`config.mk`:
```
export PLATFORM = sky130hd
export DESIGN_NAME = haar_cascade_top
export DESIGN_NICKNAME = d
export VERILOG_FILES = /design/src/haar_geom_pkg.sv /design/src/cascade_db_pkg.sv /design/src/integral_image_builder.sv /design/src/integral_image_ram.sv /design/src/stage_record_parser.sv /design/src/haar_feature_eval.sv /design/src/stage_decision.sv /design/src/haar_cascade_top.sv
export SDC_FILE = /design/constraint.sdc
export NUM_CORES = 2
export LEC_CHECK = 0
export BUFFER_PORTS_ARGS = -buffer_cell sky130_fd_sc_hd__buf_2
export CORE_ASPECT_RATIO = 1.2
export CORE_MARGIN = 2
export CORE_UTILIZATION = 36
export DETAILED_ROUTE_END_ITERATION = 16
export PLACE_DENSITY = 0.54
export REMOVE_ABC_BUFFERS = 1
export SLEW_MARGIN = 5
export SYNTH_ARGS = -nofsm -noshare
export SYNTH_HDL_FRONTEND = slang
export SYNTH_SLANG_ARGS = --single-unit
```
`constraint.sdc`:
```
create_clock -name clk -period 13.6 [get_ports clk]
set_input_delay 0 -clock clk [delete_from_list [all_inputs] [get_ports clk]]
set_output_delay 0 -clock clk [all_outputs]
set_load 0.02 [all_outputs]
```
`src/haar_geom_pkg.sv`:
```
`default_nettype none

package haar_geom_pkg;

	// detection window
	localparam int WIN_W = 10;
	localparam int WIN_H = 10;
	localparam int WIN_PIXELS = WIN_W * WIN_H;

	// pixel and integral image words, unsigned
	localparam int PIX_W = 8;
	localparam int II_W = 16;
	localparam int ADDR_W = 7;
	localparam int POS_W = 4;

	// signed feature value and stage sum
	localparam int FEAT_W = 32;
	localparam int SUM_W = 16;

endpackage

`default_nettype wire

```
`src/cascade_db_pkg.sv`:
```
`default_nettype none

package cascade_db_pkg;

	localparam int DB_W = 12;
	localparam int REC_WORDS = 19;
	localparam int CLS_MAX = 18;
	localparam int CORNERS = 12;
	localparam int RECTS = 3;

	// classifier count and evaluator step counter widths
	localparam int CNT_W = 5;
	localparam int STEP_W = 4;

	// fetch 12 corners, one more for the last read, one to sum
	localparam int EVAL_LAST = CORNERS + 2;

	// meaning of each word slot inside a weak classifier record
	typedef enum logic [4:0] {
		F_A1, F_B1, F_C1, F_D1, F_W1,
		F_A2, F_B2, F_C2, F_D2, F_W2,
		F_A3, F_B3, F_C3, F_D3, F_W3,
		F_RSVD,
		F_NODE_THR,
		F_LEFT,
		F_RIGHT
	} rec_field_e;

	typedef enum logic [1:0] {
		EXPECT_COUNT,
		EXPECT_STAGE_THR,
		IN_RECORD
	} parse_state_e;

endpackage

`default_nettype wire

```
`src/integral_image_builder.sv`:
```
`timescale 1ns/1ns
`default_nettype none

module integral_image_builder (
	input  logic                             clk,
	input  logic                             arst_n,
	input  logic                             pix_valid,
	input  logic [haar_geom_pkg::PIX_W-1:0]  pix,
	output logic                             ii_we,
	output logic [haar_geom_pkg::ADDR_W-1:0] ii_waddr,
	output logic [haar_geom_pkg::II_W-1:0]   ii_wdata,
	output logic                             image_ready
);
	import haar_geom_pkg::*;

	logic [POS_W-1:0] col;
	logic [POS_W-1:0] row;
	logic [II_W-1:0]  row_sum;
	logic [II_W-1:0]  row_sum_next;
	logic [II_W-1:0]  above;
	logic [II_W-1:0]  line_buf [WIN_W];
	logic             first_pix;
	logic             last_pix;

	assign first_pix = (row == '0) && (col == '0);
	assign last_pix = (row == POS_W'(WIN_H - 1)) && (col == POS_W'(WIN_W - 1));

	// running sum of the current row, restarted at column 0
	assign row_sum_next = (col == '0) ? II_W'(pix) : row_sum + II_W'(pix);
	assign above = (row == '0) ? '0 : line_buf[col];

	assign ii_we = pix_valid;
	assign ii_waddr = ADDR_W'(row * WIN_W + col);
	assign ii_wdata = above + row_sum_next;

	always_ff @(posedge clk or negedge arst_n)
	begin
		if (!arst_n)
		begin
			col <= '0;
			row <= '0;
			row_sum <= '0;
			image_ready <= 1'b0;
		end
		else if (pix_valid)
		begin
			row_sum <= row_sum_next;
			if (first_pix)
				image_ready <= 1'b0;
			if (last_pix)
			begin
				col <= '0;
				row <= '0;
				image_ready <= 1'b1;
			end
			else if (col == POS_W'(WIN_W - 1))
			begin
				col <= '0;
				row <= row + 1'b1;
			end
			else
				col <= col + 1'b1;
		end
	end

	// previous row of integral values, one entry per column
	always_ff @(posedge clk)
	begin
		if (pix_valid)
			line_buf[col] <= ii_wdata;
	end

	a_waddr_range: assert property (@(posedge clk) disable iff (!arst_n)
		ii_we |-> (ii_waddr < ADDR_W'(WIN_PIXELS)))
		else $error("integral image write address out of window");

endmodule

`default_nettype wire

```
`src/integral_image_ram.sv`:
```
`timescale 1ns/1ns
`default_nettype none

module integral_image_ram (
	input  logic                             clk,
	input  logic                             ii_we,
	input  logic [haar_geom_pkg::ADDR_W-1:0] ii_waddr,
	input  logic [haar_geom_pkg::II_W-1:0]   ii_wdata,
	input  logic [haar_geom_pkg::ADDR_W-1:0] ii_raddr,
	output logic [haar_geom_pkg::II_W-1:0]   ii_rdata
);
	import haar_geom_pkg::*;

	logic [II_W-1:0] mem [WIN_PIXELS];

	always_ff @(posedge clk)
	begin
		if (ii_we)
			mem[ii_waddr] <= ii_wdata;
	end

	// registered read, corners past the window read as zero
	always_ff @(posedge clk)
	begin
		if (ii_raddr < ADDR_W'(WIN_PIXELS))
			ii_rdata <= mem[ii_raddr];
		else
			ii_rdata <= '0;
	end

endmodule

`default_nettype wire

```
`src/stage_record_parser.sv`:
```
`timescale 1ns/1ns
`default_nettype none

module stage_record_parser (
	input  logic                                    clk,
	input  logic                                    arst_n,
	input  logic                                    db_valid,
	input  logic        [cascade_db_pkg::DB_W-1:0]  db_word,
	input  logic                                    image_ready,
	output logic                                    record_done,
	output logic        [haar_geom_pkg::ADDR_W-1:0] corner_idx [cascade_db_pkg::CORNERS],
	output logic signed [cascade_db_pkg::DB_W-1:0]  weight [cascade_db_pkg::RECTS],
	output logic signed [cascade_db_pkg::DB_W-1:0]  node_thr,
	output logic signed [cascade_db_pkg::DB_W-1:0]  left_vote,
	output logic signed [cascade_db_pkg::DB_W-1:0]  right_vote,
	output logic                                    stage_start,
	output logic        [cascade_db_pkg::CNT_W-1:0] cls_count,
	output logic signed [cascade_db_pkg::DB_W-1:0]  stage_thr
);
	import haar_geom_pkg::*;
	import cascade_db_pkg::*;

	parse_state_e     state;
	rec_field_e       slot;
	logic [CNT_W-1:0] rec_cnt;
	logic             last_slot;
	logic             last_rec;

	assign last_slot = (slot == rec_field_e'(REC_WORDS - 1));
	assign last_rec = (rec_cnt == cls_count - 1'b1);

	//////////////////////////////////////////////////
	// word sequencing
	//////////////////////////////////////////////////

	always_ff @(posedge clk or negedge arst_n)
	begin
		if (!arst_n)
		begin
			state <= EXPECT_COUNT;
			slot <= F_A1;
			rec_cnt <= '0;
			cls_count <= '0;
			record_done <= 1'b0;
			stage_start <= 1'b0;
		end
		else
		begin
			record_done <= 1'b0;
			stage_start <= 1'b0;
			if (db_valid)
			begin
				case (state)
					EXPECT_COUNT:
					begin
						cls_count <= db_word[CNT_W-1:0];
						state <= EXPECT_STAGE_THR;
					end
					EXPECT_STAGE_THR:
					begin
						stage_start <= 1'b1;
						slot <= F_A1;
						rec_cnt <= '0;
						state <= IN_RECORD;
					end
					IN_RECORD:
					begin
						if (last_slot)
						begin
							record_done <= 1'b1;
							slot <= F_A1;
							rec_cnt <= rec_cnt + 1'b1;
							if (last_rec)
								state <= EXPECT_COUNT;
						end
						else
							slot <= rec_field_e'(slot + 1'b1);
					end
					default:
						state <= EXPECT_COUNT;
				endcase
			end
		end
	end

	//////////////////////////////////////////////////
	// field steering
	//////////////////////////////////////////////////

	always_ff @(posedge clk)
	begin
		if (db_valid && state == EXPECT_STAGE_THR)
			stage_thr <= db_word;
		if (db_valid && state == IN_RECORD)
		begin
			case (slot)
				F_A1: corner_idx[0] <= db_word[ADDR_W-1:0];
				F_B1: corner_idx[1] <= db_word[ADDR_W-1:0];
				F_C1: corner_idx[2] <= db_word[ADDR_W-1:0];
				F_D1: corner_idx[3] <= db_word[ADDR_W-1:0];
				F_W1: weight[0] <= db_word;
				F_A2: corner_idx[4] <= db_word[ADDR_W-1:0];
				F_B2: corner_idx[5] <= db_word[ADDR_W-1:0];
				F_C2: corner_idx[6] <= db_word[ADDR_W-1:0];
				F_D2: corner_idx[7] <= db_word[ADDR_W-1:0];
				F_W2: weight[1] <= db_word;
				F_A3: corner_idx[8] <= db_word[ADDR_W-1:0];
				F_B3: corner_idx[9] <= db_word[ADDR_W-1:0];
				F_C3: corner_idx[10] <= db_word[ADDR_W-1:0];
				F_D3: corner_idx[11] <= db_word[ADDR_W-1:0];
				F_W3: weight[2] <= db_word;
				F_NODE_THR: node_thr <= db_word;
				F_LEFT: left_vote <= db_word;
				F_RIGHT: right_vote <= db_word;
				// slot 15 carries nothing for this stage
				F_RSVD: ;
				default: ;
			endcase
		end
	end

	a_db_after_image: assert property (@(posedge clk) disable iff (!arst_n)
		db_valid |-> image_ready)
		else $error("database word arrived before the image was ready");

	a_count_range: assert property (@(posedge clk) disable iff (!arst_n)
		(db_valid && state == EXPECT_COUNT) |-> (db_word >= 1 && db_word <= CLS_MAX))
		else $error("classifier count word out of range");

endmodule

`default_nettype wire

```
`src/haar_feature_eval.sv`:
```
`timescale 1ns/1ns
`default_nettype none

module haar_feature_eval (
	input  logic                                    clk,
	input  logic                                    arst_n,
	input  logic                                    record_done,
	input  logic        [haar_geom_pkg::ADDR_W-1:0] corner_idx [cascade_db_pkg::CORNERS],
	input  logic signed [cascade_db_pkg::DB_W-1:0]  weight [cascade_db_pkg::RECTS],
	input  logic signed [cascade_db_pkg::DB_W-1:0]  node_thr,
	input  logic signed [cascade_db_pkg::DB_W-1:0]  left_vote,
	input  logic signed [cascade_db_pkg::DB_W-1:0]  right_vote,
	input  logic        [haar_geom_pkg::II_W-1:0]   ii_rdata,
	output logic        [haar_geom_pkg::ADDR_W-1:0] ii_raddr,
	output logic                                    vote_valid,
	output logic signed [cascade_db_pkg::DB_W-1:0]  vote
);
	import haar_geom_pkg::*;
	import cascade_db_pkg::*;

	// step 0 is idle, steps 1 to EVAL_LAST follow record_done
	logic        [STEP_W-1:0] step;
	logic        [STEP_W-1:0] fetch_sel;
	logic        [STEP_W-1:0] store_sel;
	logic        [ADDR_W-1:0] idx_q [CORNERS];
	logic signed [DB_W-1:0]   weight_q [RECTS];
	logic signed [DB_W-1:0]   node_thr_q;
	logic signed [DB_W-1:0]   left_q;
	logic signed [DB_W-1:0]   right_q;
	logic        [II_W-1:0]   corner_val [CORNERS];
	logic signed [FEAT_W-1:0] rect_diff [RECTS];
	logic signed [FEAT_W-1:0] rect_term [RECTS];
	logic signed [FEAT_W-1:0] feature;
	logic                     fetching;
	logic                     storing;

	assign fetch_sel = step - 1'b1;
	assign store_sel = step - 2'd2;
	assign fetching = (step != '0) && (step <= STEP_W'(CORNERS));
	assign storing = (step >= 2'd2) && (step <= STEP_W'(CORNERS + 1));

	// one corner read per step, data comes back a step later
	assign ii_raddr = fetching ? idx_q[fetch_sel] : '0;

	//////////////////////////////////////////////////
	// weighted rectangle sums
	//////////////////////////////////////////////////

	always_comb
	begin
		feature = '0;
		for (int r = 0; r < RECTS; r++)
		begin
			rect_diff[r] = FEAT_W'(corner_val[4*r]) + FEAT_W'(corner_val[4*r+3])
				- FEAT_W'(corner_val[4*r+1]) - FEAT_W'(corner_val[4*r+2]);
			rect_term[r] = rect_diff[r] * FEAT_W'(weight_q[r]);
			feature = feature + rect_term[r];
		end
	end

	always_ff @(posedge clk or negedge arst_n)
	begin
		if (!arst_n)
		begin
			step <= '0;
			vote_valid <= 1'b0;
		end
		else
		begin
			vote_valid <= 1'b0;
			if (record_done)
				step <= STEP_W'(1);
			else if (step == STEP_W'(EVAL_LAST))
			begin
				step <= '0;
				vote_valid <= 1'b1;
			end
			else if (step != '0)
				step <= step + 1'b1;
		end
	end

	always_ff @(posedge clk)
	begin
		if (record_done)
		begin
			for (int c = 0; c < CORNERS; c++)
				idx_q[c] <= corner_idx[c];
			for (int r = 0; r < RECTS; r++)
				weight_q[r] <= weight[r];
			node_thr_q <= node_thr;
			left_q <= left_vote;
			right_q <= right_vote;
		end
		if (storing)
			corner_val[store_sel] <= ii_rdata;
		if (step == STEP_W'(EVAL_LAST))
			vote <= (feature > FEAT_W'(node_thr_q)) ? right_q : left_q;
	end

	a_single_record: assert property (@(posedge clk) disable iff (!arst_n)
		record_done |-> (step == '0))
		else $error("record arrived while the evaluator was busy");

endmodule

`default_nettype wire

```
`src/stage_decision.sv`:
```
`timescale 1ns/1ns
`default_nettype none

module stage_decision (
	input  logic                                    clk,
	input  logic                                    arst_n,
	input  logic                                    stage_start,
	input  logic        [cascade_db_pkg::CNT_W-1:0] cls_count,
	input  logic signed [cascade_db_pkg::DB_W-1:0]  stage_thr,
	input  logic                                    vote_valid,
	input  logic signed [cascade_db_pkg::DB_W-1:0]  vote,
	output logic                                    decision_valid,
	output logic                                    candidate
);
	import haar_geom_pkg::*;
	import cascade_db_pkg::*;

	logic signed [SUM_W-1:0] sum_q;
	logic signed [SUM_W-1:0] sum_next;
	logic        [CNT_W-1:0] vote_cnt;
	logic        [CNT_W-1:0] n_q;
	logic signed [DB_W-1:0]  thr_q;
	logic                    armed;

	assign sum_next = sum_q + SUM_W'(vote);

	always_ff @(posedge clk or negedge arst_n)
	begin
		if (!arst_n)
		begin
			sum_q <= '0;
			vote_cnt <= '0;
			n_q <= '0;
			armed <= 1'b0;
			decision_valid <= 1'b0;
			candidate <= 1'b0;
		end
		else
		begin
			decision_valid <= 1'b0;
			if (stage_start)
			begin
				sum_q <= '0;
				vote_cnt <= '0;
				n_q <= cls_count;
				armed <= 1'b1;
			end
			else if (vote_valid)
			begin
				sum_q <= sum_next;
				vote_cnt <= vote_cnt + 1'b1;
				// last vote of the stage closes it
				if (vote_cnt + 1'b1 == n_q)
				begin
					decision_valid <= 1'b1;
					candidate <= (sum_next > SUM_W'(thr_q));
					armed <= 1'b0;
				end
			end
		end
	end

	always_ff @(posedge clk)
	begin
		if (stage_start)
			thr_q <= stage_thr;
	end

	a_vote_in_stage: assert property (@(posedge clk) disable iff (!arst_n)
		vote_valid |-> armed)
		else $error("vote arrived outside a stage");

	a_stage_closed: assert property (@(posedge clk) disable iff (!arst_n)
		stage_start |-> !armed)
		else $error("new stage started before the previous decision");

endmodule

`default_nettype wire

```
`src/haar_cascade_top.sv`:
```
`timescale 1ns/1ns
`default_nettype none

module haar_cascade_top (
	input  logic                             clk,
	input  logic                             arst_n,
	input  logic                             pix_valid,
	input  logic [haar_geom_pkg::PIX_W-1:0]  pix,
	input  logic                             db_valid,
	input  logic [cascade_db_pkg::DB_W-1:0]  db_word,
	output logic                             image_ready,
	output logic                             decision_valid,
	output logic                             candidate
);
	import haar_geom_pkg::*;
	import cascade_db_pkg::*;

	logic                     ii_we;
	logic        [ADDR_W-1:0] ii_waddr;
	logic        [II_W-1:0]   ii_wdata;
	logic        [ADDR_W-1:0] ii_raddr;
	logic        [II_W-1:0]   ii_rdata;
	logic                     record_done;
	logic        [ADDR_W-1:0] corner_idx [CORNERS];
	logic signed [DB_W-1:0]   weight [RECTS];
	logic signed [DB_W-1:0]   node_thr;
	logic signed [DB_W-1:0]   left_vote;
	logic signed [DB_W-1:0]   right_vote;
	logic                     stage_start;
	logic        [CNT_W-1:0]  cls_count;
	logic signed [DB_W-1:0]   stage_thr;
	logic                     vote_valid;
	logic signed [DB_W-1:0]   vote;

	//////////////////////////////////////////////////
	// image path
	//////////////////////////////////////////////////

	integral_image_builder u_integral_image_builder (
		.clk         (clk),
		.arst_n      (arst_n),
		.pix_valid   (pix_valid),
		.pix         (pix),
		.ii_we       (ii_we),
		.ii_waddr    (ii_waddr),
		.ii_wdata    (ii_wdata),
		.image_ready (image_ready)
	);

	integral_image_ram u_integral_image_ram (
		.clk      (clk),
		.ii_we    (ii_we),
		.ii_waddr (ii_waddr),
		.ii_wdata (ii_wdata),
		.ii_raddr (ii_raddr),
		.ii_rdata (ii_rdata)
	);

	//////////////////////////////////////////////////
	// classifier path
	//////////////////////////////////////////////////

	stage_record_parser u_stage_record_parser (
		.clk         (clk),
		.arst_n      (arst_n),
		.db_valid    (db_valid),
		.db_word     (db_word),
		.image_ready (image_ready),
		.record_done (record_done),
		.corner_idx  (corner_idx),
		.weight      (weight),
		.node_thr    (node_thr),
		.left_vote   (left_vote),
		.right_vote  (right_vote),
		.stage_start (stage_start),
		.cls_count   (cls_count),
		.stage_thr   (stage_thr)
	);

	haar_feature_eval u_haar_feature_eval (
		.clk         (clk),
		.arst_n      (arst_n),
		.record_done (record_done),
		.corner_idx  (corner_idx),
		.weight      (weight),
		.node_thr    (node_thr),
		.left_vote   (left_vote),
		.right_vote  (right_vote),
		.ii_rdata    (ii_rdata),
		.ii_raddr    (ii_raddr),
		.vote_valid  (vote_valid),
		.vote        (vote)
	);

	stage_decision u_stage_decision (
		.clk            (clk),
		.arst_n         (arst_n),
		.stage_start    (stage_start),
		.cls_count      (cls_count),
		.stage_thr      (stage_thr),
		.vote_valid     (vote_valid),
		.vote           (vote),
		.decision_valid (decision_valid),
		.candidate      (candidate)
	);

endmodule

`default_nettype wire

```
# == Yosys cells after proc, flatten, opt, wreduce, memory -nomap -nowiden ==
# Memory sizes are Yosys's and may differ from the RTL's. A register that Yosys moved wholly into a read port is not among the register bits.
# Cells that the tools add are included.
# word_totals
regBits,305
ram_bits,2072
input_bits,24
mem_count,5
# classes
addsub,24
mul,4
n_lt_le_gt_ge,6
n_eq_ne,26
n_mux,40
bitwise,1
reduce_logical,42
# memory_table
memory,words,width,rd,rd_ports_with_merged_regs,wr,line_no,text
u_integral_image_ram.mem,100,16,1,1,1,integral_image_ram.sv:14,logic [II_W-1:0] mem [WIN_PIXELS];
u_haar_feature_eval.corner_val,12,16,12,0,1,haar_feature_eval.sv:30,logic [II_W-1:0] corner_val [CORNERS];
u_integral_image_builder.line_buf,10,16,1,0,1,integral_image_builder.sv:21,logic [II_W-1:0] line_buf [WIN_W];
u_haar_feature_eval.idx_q,12,7,1,0,12,haar_feature_eval.sv:25,logic [ADDR_W-1:0] idx_q [CORNERS];
u_haar_feature_eval.weight_q,3,12,3,0,3,haar_feature_eval.sv:26,logic signed [DB_W-1:0] weight_q [RECTS];
# op_table
cell,count
$sub A32 B16 Y32,6
$mul A32 B12 Y32,3
$add A32 B32 Y32,2
$mux W16,4
$add A16 B16 Y17,3
$reduce_and A2 Y1,22
$eq A5 B4 Y1 const B,7
$gt A32 B12 Y1,1
$mux W4,7
$eq A5 B3 Y1 const B,4
$mux W5,4
$pmux W5 S2,2
$mux W1,18
$add A16 B12 Y16,1
$add A16 B16 Y16,1
$add A16 B8 Y16,1
$gt A16 B12 Y1,1
$add A5 B1 Y5 const B,3
$eq A5 B5 Y1 const B,3
$add A4 B1 Y4 const B,3
$eq A4 B4 Y1 const B,3
$mux W12,1
$eq A5 B2 Y1 const B,2
$eq A5 B5 Y1,2
25 further kinds,39

# == Logic depth before layout (Yosys ltp) ==
# An unclocked memory read counts as a cell.
# depth
word_depth,9
depth_mapped,63

# == Hierarchy ==
# A second synthesis with hierarchy kept.
# unflattened
hier_cells,8406
area_unflattened_um2,125577.9
# by_module_without_submodules
mod,instances,cells_each,area_each_um2
integral_image_ram,1,2846,62202.2
haar_feature_eval,1,4344,45464.9
integral_image_builder,1,621,8798.4
stage_record_parser,1,310,6293.5
stage_decision,1,285,2819.0

# == Worst setup path before layout ==
# OpenSTA, ideal clock, no wires.
# synth_timing
path_kind,register to register
start,memory u_haar_feature_eval.corner_val[3][1]
end,register u_haar_feature_eval.vote[10] in the netlist's numbering (data pin)
arrival_time_ps,13011
required_time_ps,13340
slack_ps,329
path_stages_with_launch,53
path_cell_list,edfxtp_1 -> ha_1 -> a21o_1 -> a21oi_1 -> o21ai_0 -> a21oi_1 -> o21ai_0 -> a21oi_1 -> o21ai_0 -> a2111oi_0 -> nor2_1 -> and2_1 -> nor2_1 -> fa_1 -> ha_1 -> a21o_1 -> a21o_1 -> a21oi_1 -> [17 not listed] -> xnor2_1 -> xnor2_1 -> xnor2_1 -> xnor2_1 -> xnor2_1 -> xnor2_1 -> xnor3_1 -> xnor2_1 -> xnor3_1 -> xnor2_1 -> xnor2_1 -> ha_1 -> nand4_1 -> nor4_1 -> a211oi_1 -> mux2i_1 -> clkbuf_1 -> mux2_2
# synth_rtl
element,line_no,text
from (decl),haar_feature_eval.sv:30,
to (signal assigned),haar_feature_eval.sv:98,vote <= (feature > FEAT_W'(node_thr_q)) ? right_q : left_q;
to (decl),haar_feature_eval.sv:16,output logic signed [cascade_db_pkg::DB_W-1:0] vote

==> metrics <==
cell with the most instances after synthesis edfxtp_1; CP Capture Type flip-flop; clk_lat worst skew 910 ps; layout cells sized above 1 0.133; crit-path most repeated cell fa_1; post-synthesis async set-or-reset flop share 0.0322; total die area 357000 sq um; Syn Std Cell Area 127000 sq um; top cell type's share of synthesized area 0.544; worst min path class primary input to flip-flop; Synth Warn # 0; CTS max path bufs 4; Clock Tree Root clkbuf_16; Max IR drop VDD 1030 uV; vias in the first global route 81300; syn avg cell area 12.9 sq um; total gr overflow 0; DR vias/cell 5.13; slowest cell on the critical path fa_2; H-tree levels 4; Fmax 74.8 MHz; die width 546 um; Slew @ Worst Pin 1330 ps; Slew Viols, Final 0; critical path startpoint category flip-flop; 1st-iter DRT viols 6341; DRC 0; Sink Count 2393; WS Path Type flip-flop to flip-flop; library cells used by synthesis 83; top cells by count, synth edfxtp_1, nand2_1, inv_1; Crit path arrival time 13940 ps; Inst Count DP 14600; largest fanout on the critical path 8; gr usage total 0.198; slowest stage delay, CP 630 ps; Max-Cap Viols 0; TritonCTS buffer count 239; post-route cell area 145000 sq um; via count 77500; Pre-antenna DRT Iters 7; final setup vio count 0; Clock transition at path regs 60 ps; final hold slack 111 ps; GPL Wtd Cong 0.875; Lkg Pwr 0.0558 uW; Die Height 654 um; fin cells 15100; Fill cells 32500; Reg2Reg Launch Point u_haar_feature_eval.corner_val[8][1]$_DFFE_PP_; worst r2r path cells 52; core footprint 350000 sq um; top cells by area, synth edfxtp_1, fa_1, nand2_1; Final ANT Viol Nets 0; Worst Setup SP u_haar_feature_eval.corner_val[8][1]$_DFFE_PP_; met3 GRT Util 0.0188; drt total wl 357000 um; Max transition margin 0.113; PortBufs 26; required time worst endpoint 14170 ps; #FFs+latches synth 2393; post-synth top area cell edfxtp_1; Final Skew 95.7 ps; Tcrit/Tclk final 0.983; Initial Util 0.362; power density over the cells 206 nW/um^2; synthesized instance count 9846; RSZ-0062 raised after global routing yes; global-route track usage on met1 0.237; Reg area 71300 sq um; final hold viol count 0; area of the multi-input gates 50200 sq um; R2R Setup Slk 230 ps; busiest layer in global routing met2; reg2reg end u_haar_feature_eval.vote[4]$_DFFE_PP_; Post-Route Setup TNS 0 ps; top_reg_cell synth edfxtp_1; register area share after synthesis 0.562; initial antenna violation count 12; DP Wirelength 239000 um; first-pass GRT wire length 530000 um; placed cell areas 136000 sq um; Power, Total 29700 uW; Post-synth EDFFs 2300; CTS tree yes; Critical Path End u_haar_feature_eval.vote[4]$_DFFE_PP_; Ports 27; Layout area overhead 14.0%; met2 Track Usage GR 0.365; maximum number of pins on one net before global-route repair 137; fin nets 11500; Final min period 13370 ps; post-DR wirelength/cell 23.7 um; row cnt 238; status finished, final reports clean
## power breakdown
group          internal (uW)  switching, uW  leakage (uW)
registers              14200            183        0.0218
clock network           3670           2850       0.00372
logic                   1210           7570        0.0303
total                  19100          10600        0.0558
## timing repair
item	4_1_cts	5_1_grt
cloned	0	3
hold buffers	32	0
pin swaps	24	120
hold endpoints to repair	356	0
endpoints found under the setup margin	12	12
buffers inserted	2	25
gates resized for setup	46	168
## per-stage QoR
| step | util | worst slack, ps |
|---|---|---|
| 6_report | 0.412 | 226 |
| 5_1_grt | 0.412 | -334 |
| 4_1_cts | 0.410 | 18.5 |
| 3_5_place_dp | 0.387 | -618 |
| 3_3_place_gp | 0.387 | -497 |
| 2_1_floorplan | - | -3420 |
## sequential cells by signal, indices dropped and copies added, names as in the netlist, 12 cells and up
name	cells
u_integral_image_ram.ii_rdata	16
u_stage_decision.sum_q	16
u_stage_decision.thr_q	12
u_stage_record_parser.right_vote	12
u_stage_record_parser.node_thr	12
u_stage_record_parser.left_vote	12
u_haar_feature_eval.weight_q	36
u_stage_record_parser.weight	36
u_haar_feature_eval.corner_val	192
u_haar_feature_eval.idx_q	84
u_haar_feature_eval.node_thr_q	12
u_integral_image_ram.mem	1600
u_integral_image_builder.line_buf	160
u_haar_feature_eval.vote	12
u_haar_feature_eval.left_q	12
u_haar_feature_eval.right_q	12
u_integral_image_builder.row_sum	16
u_stage_record_parser.corner_idx	84
u_stage_record_parser.stage_thr	12
## how the worst min path moves through the flow
stage / from / endpoint / depth (start not counted)
2_1_floorplan: arst_n / u_haar_feature_eval.step[0]$_DFFE_PN0P_ / 0
3_3_place_gp: arst_n / u_integral_image_builder.row_sum[15]$_DFFE_PN0P_ / 1
3_5_place_dp: arst_n / u_integral_image_builder.row_sum[15]$_DFFE_PN0P_ / 1
4_1_cts: db_valid / u_stage_record_parser.slot[1]$_DFFE_PN0P_ / 4
5_1_grt: db_valid / u_stage_record_parser.slot[1]$_DFFE_PN0P_ / 4
6_report: db_valid / u_stage_record_parser.slot[1]$_DFFE_PN0P_ / 4
## critical path: cells and delay by family, from the launching register on
kind	cells	cell delay, ps
compound gates	17	3580
flops	1	400
buf+inv	11	1360
simple gates	7	1290
xor+xnor	2	310
fa+ha+maj	13	5680
mux	2	380
## layer usage
metal  vias to the layer above  share of wire
met1                     40400           0.39
li1                      34500              -
met4                         2          0.039
met5                         -       0.000036
met2                      2107           0.53
met3                       558          0.043
## area by class of cell
type | count | area share
Clock buffer | 281 | 0.0429
Antenna cell | 6 | 0.000104
Tap cell | 4680 | 0.0405
Inverter | 1145 | 0.0297
Multi-Input combinational cell | 5815 | 0.347
Timing Repair Buffer | 637 | 0.0368
Sequential cell | 2393 | 0.493
Clock inverter | 150 | 0.00955
## logic make-up after synthesis
group           Yosys count  synth area share
mux                     268            0.0391
buf+inv                1638            0.0510
flops                  2393             0.562
compound gates          921            0.0472
xor+xnor                230            0.0163
fa+ha+maj              1234             0.174
simple gates           3162             0.110
## layout by cell type (no fill, tap or decap), drive strengths merged, types with 87 or more instances in the layout
master / count
a31oi: 87
buf: 603
and2: 281
clkbuf: 284
fa: 886
o21ai: 169
a311oi: 100
nand2: 1791
ha: 348
and3: 112
xnor2: 168
nor2: 300
inv: 1156
edfxtp: 2300
clkinv: 105
mux4: 178
nand3: 471
a21oi: 254
No activity file was read; power rests on OpenSTA's default activity.
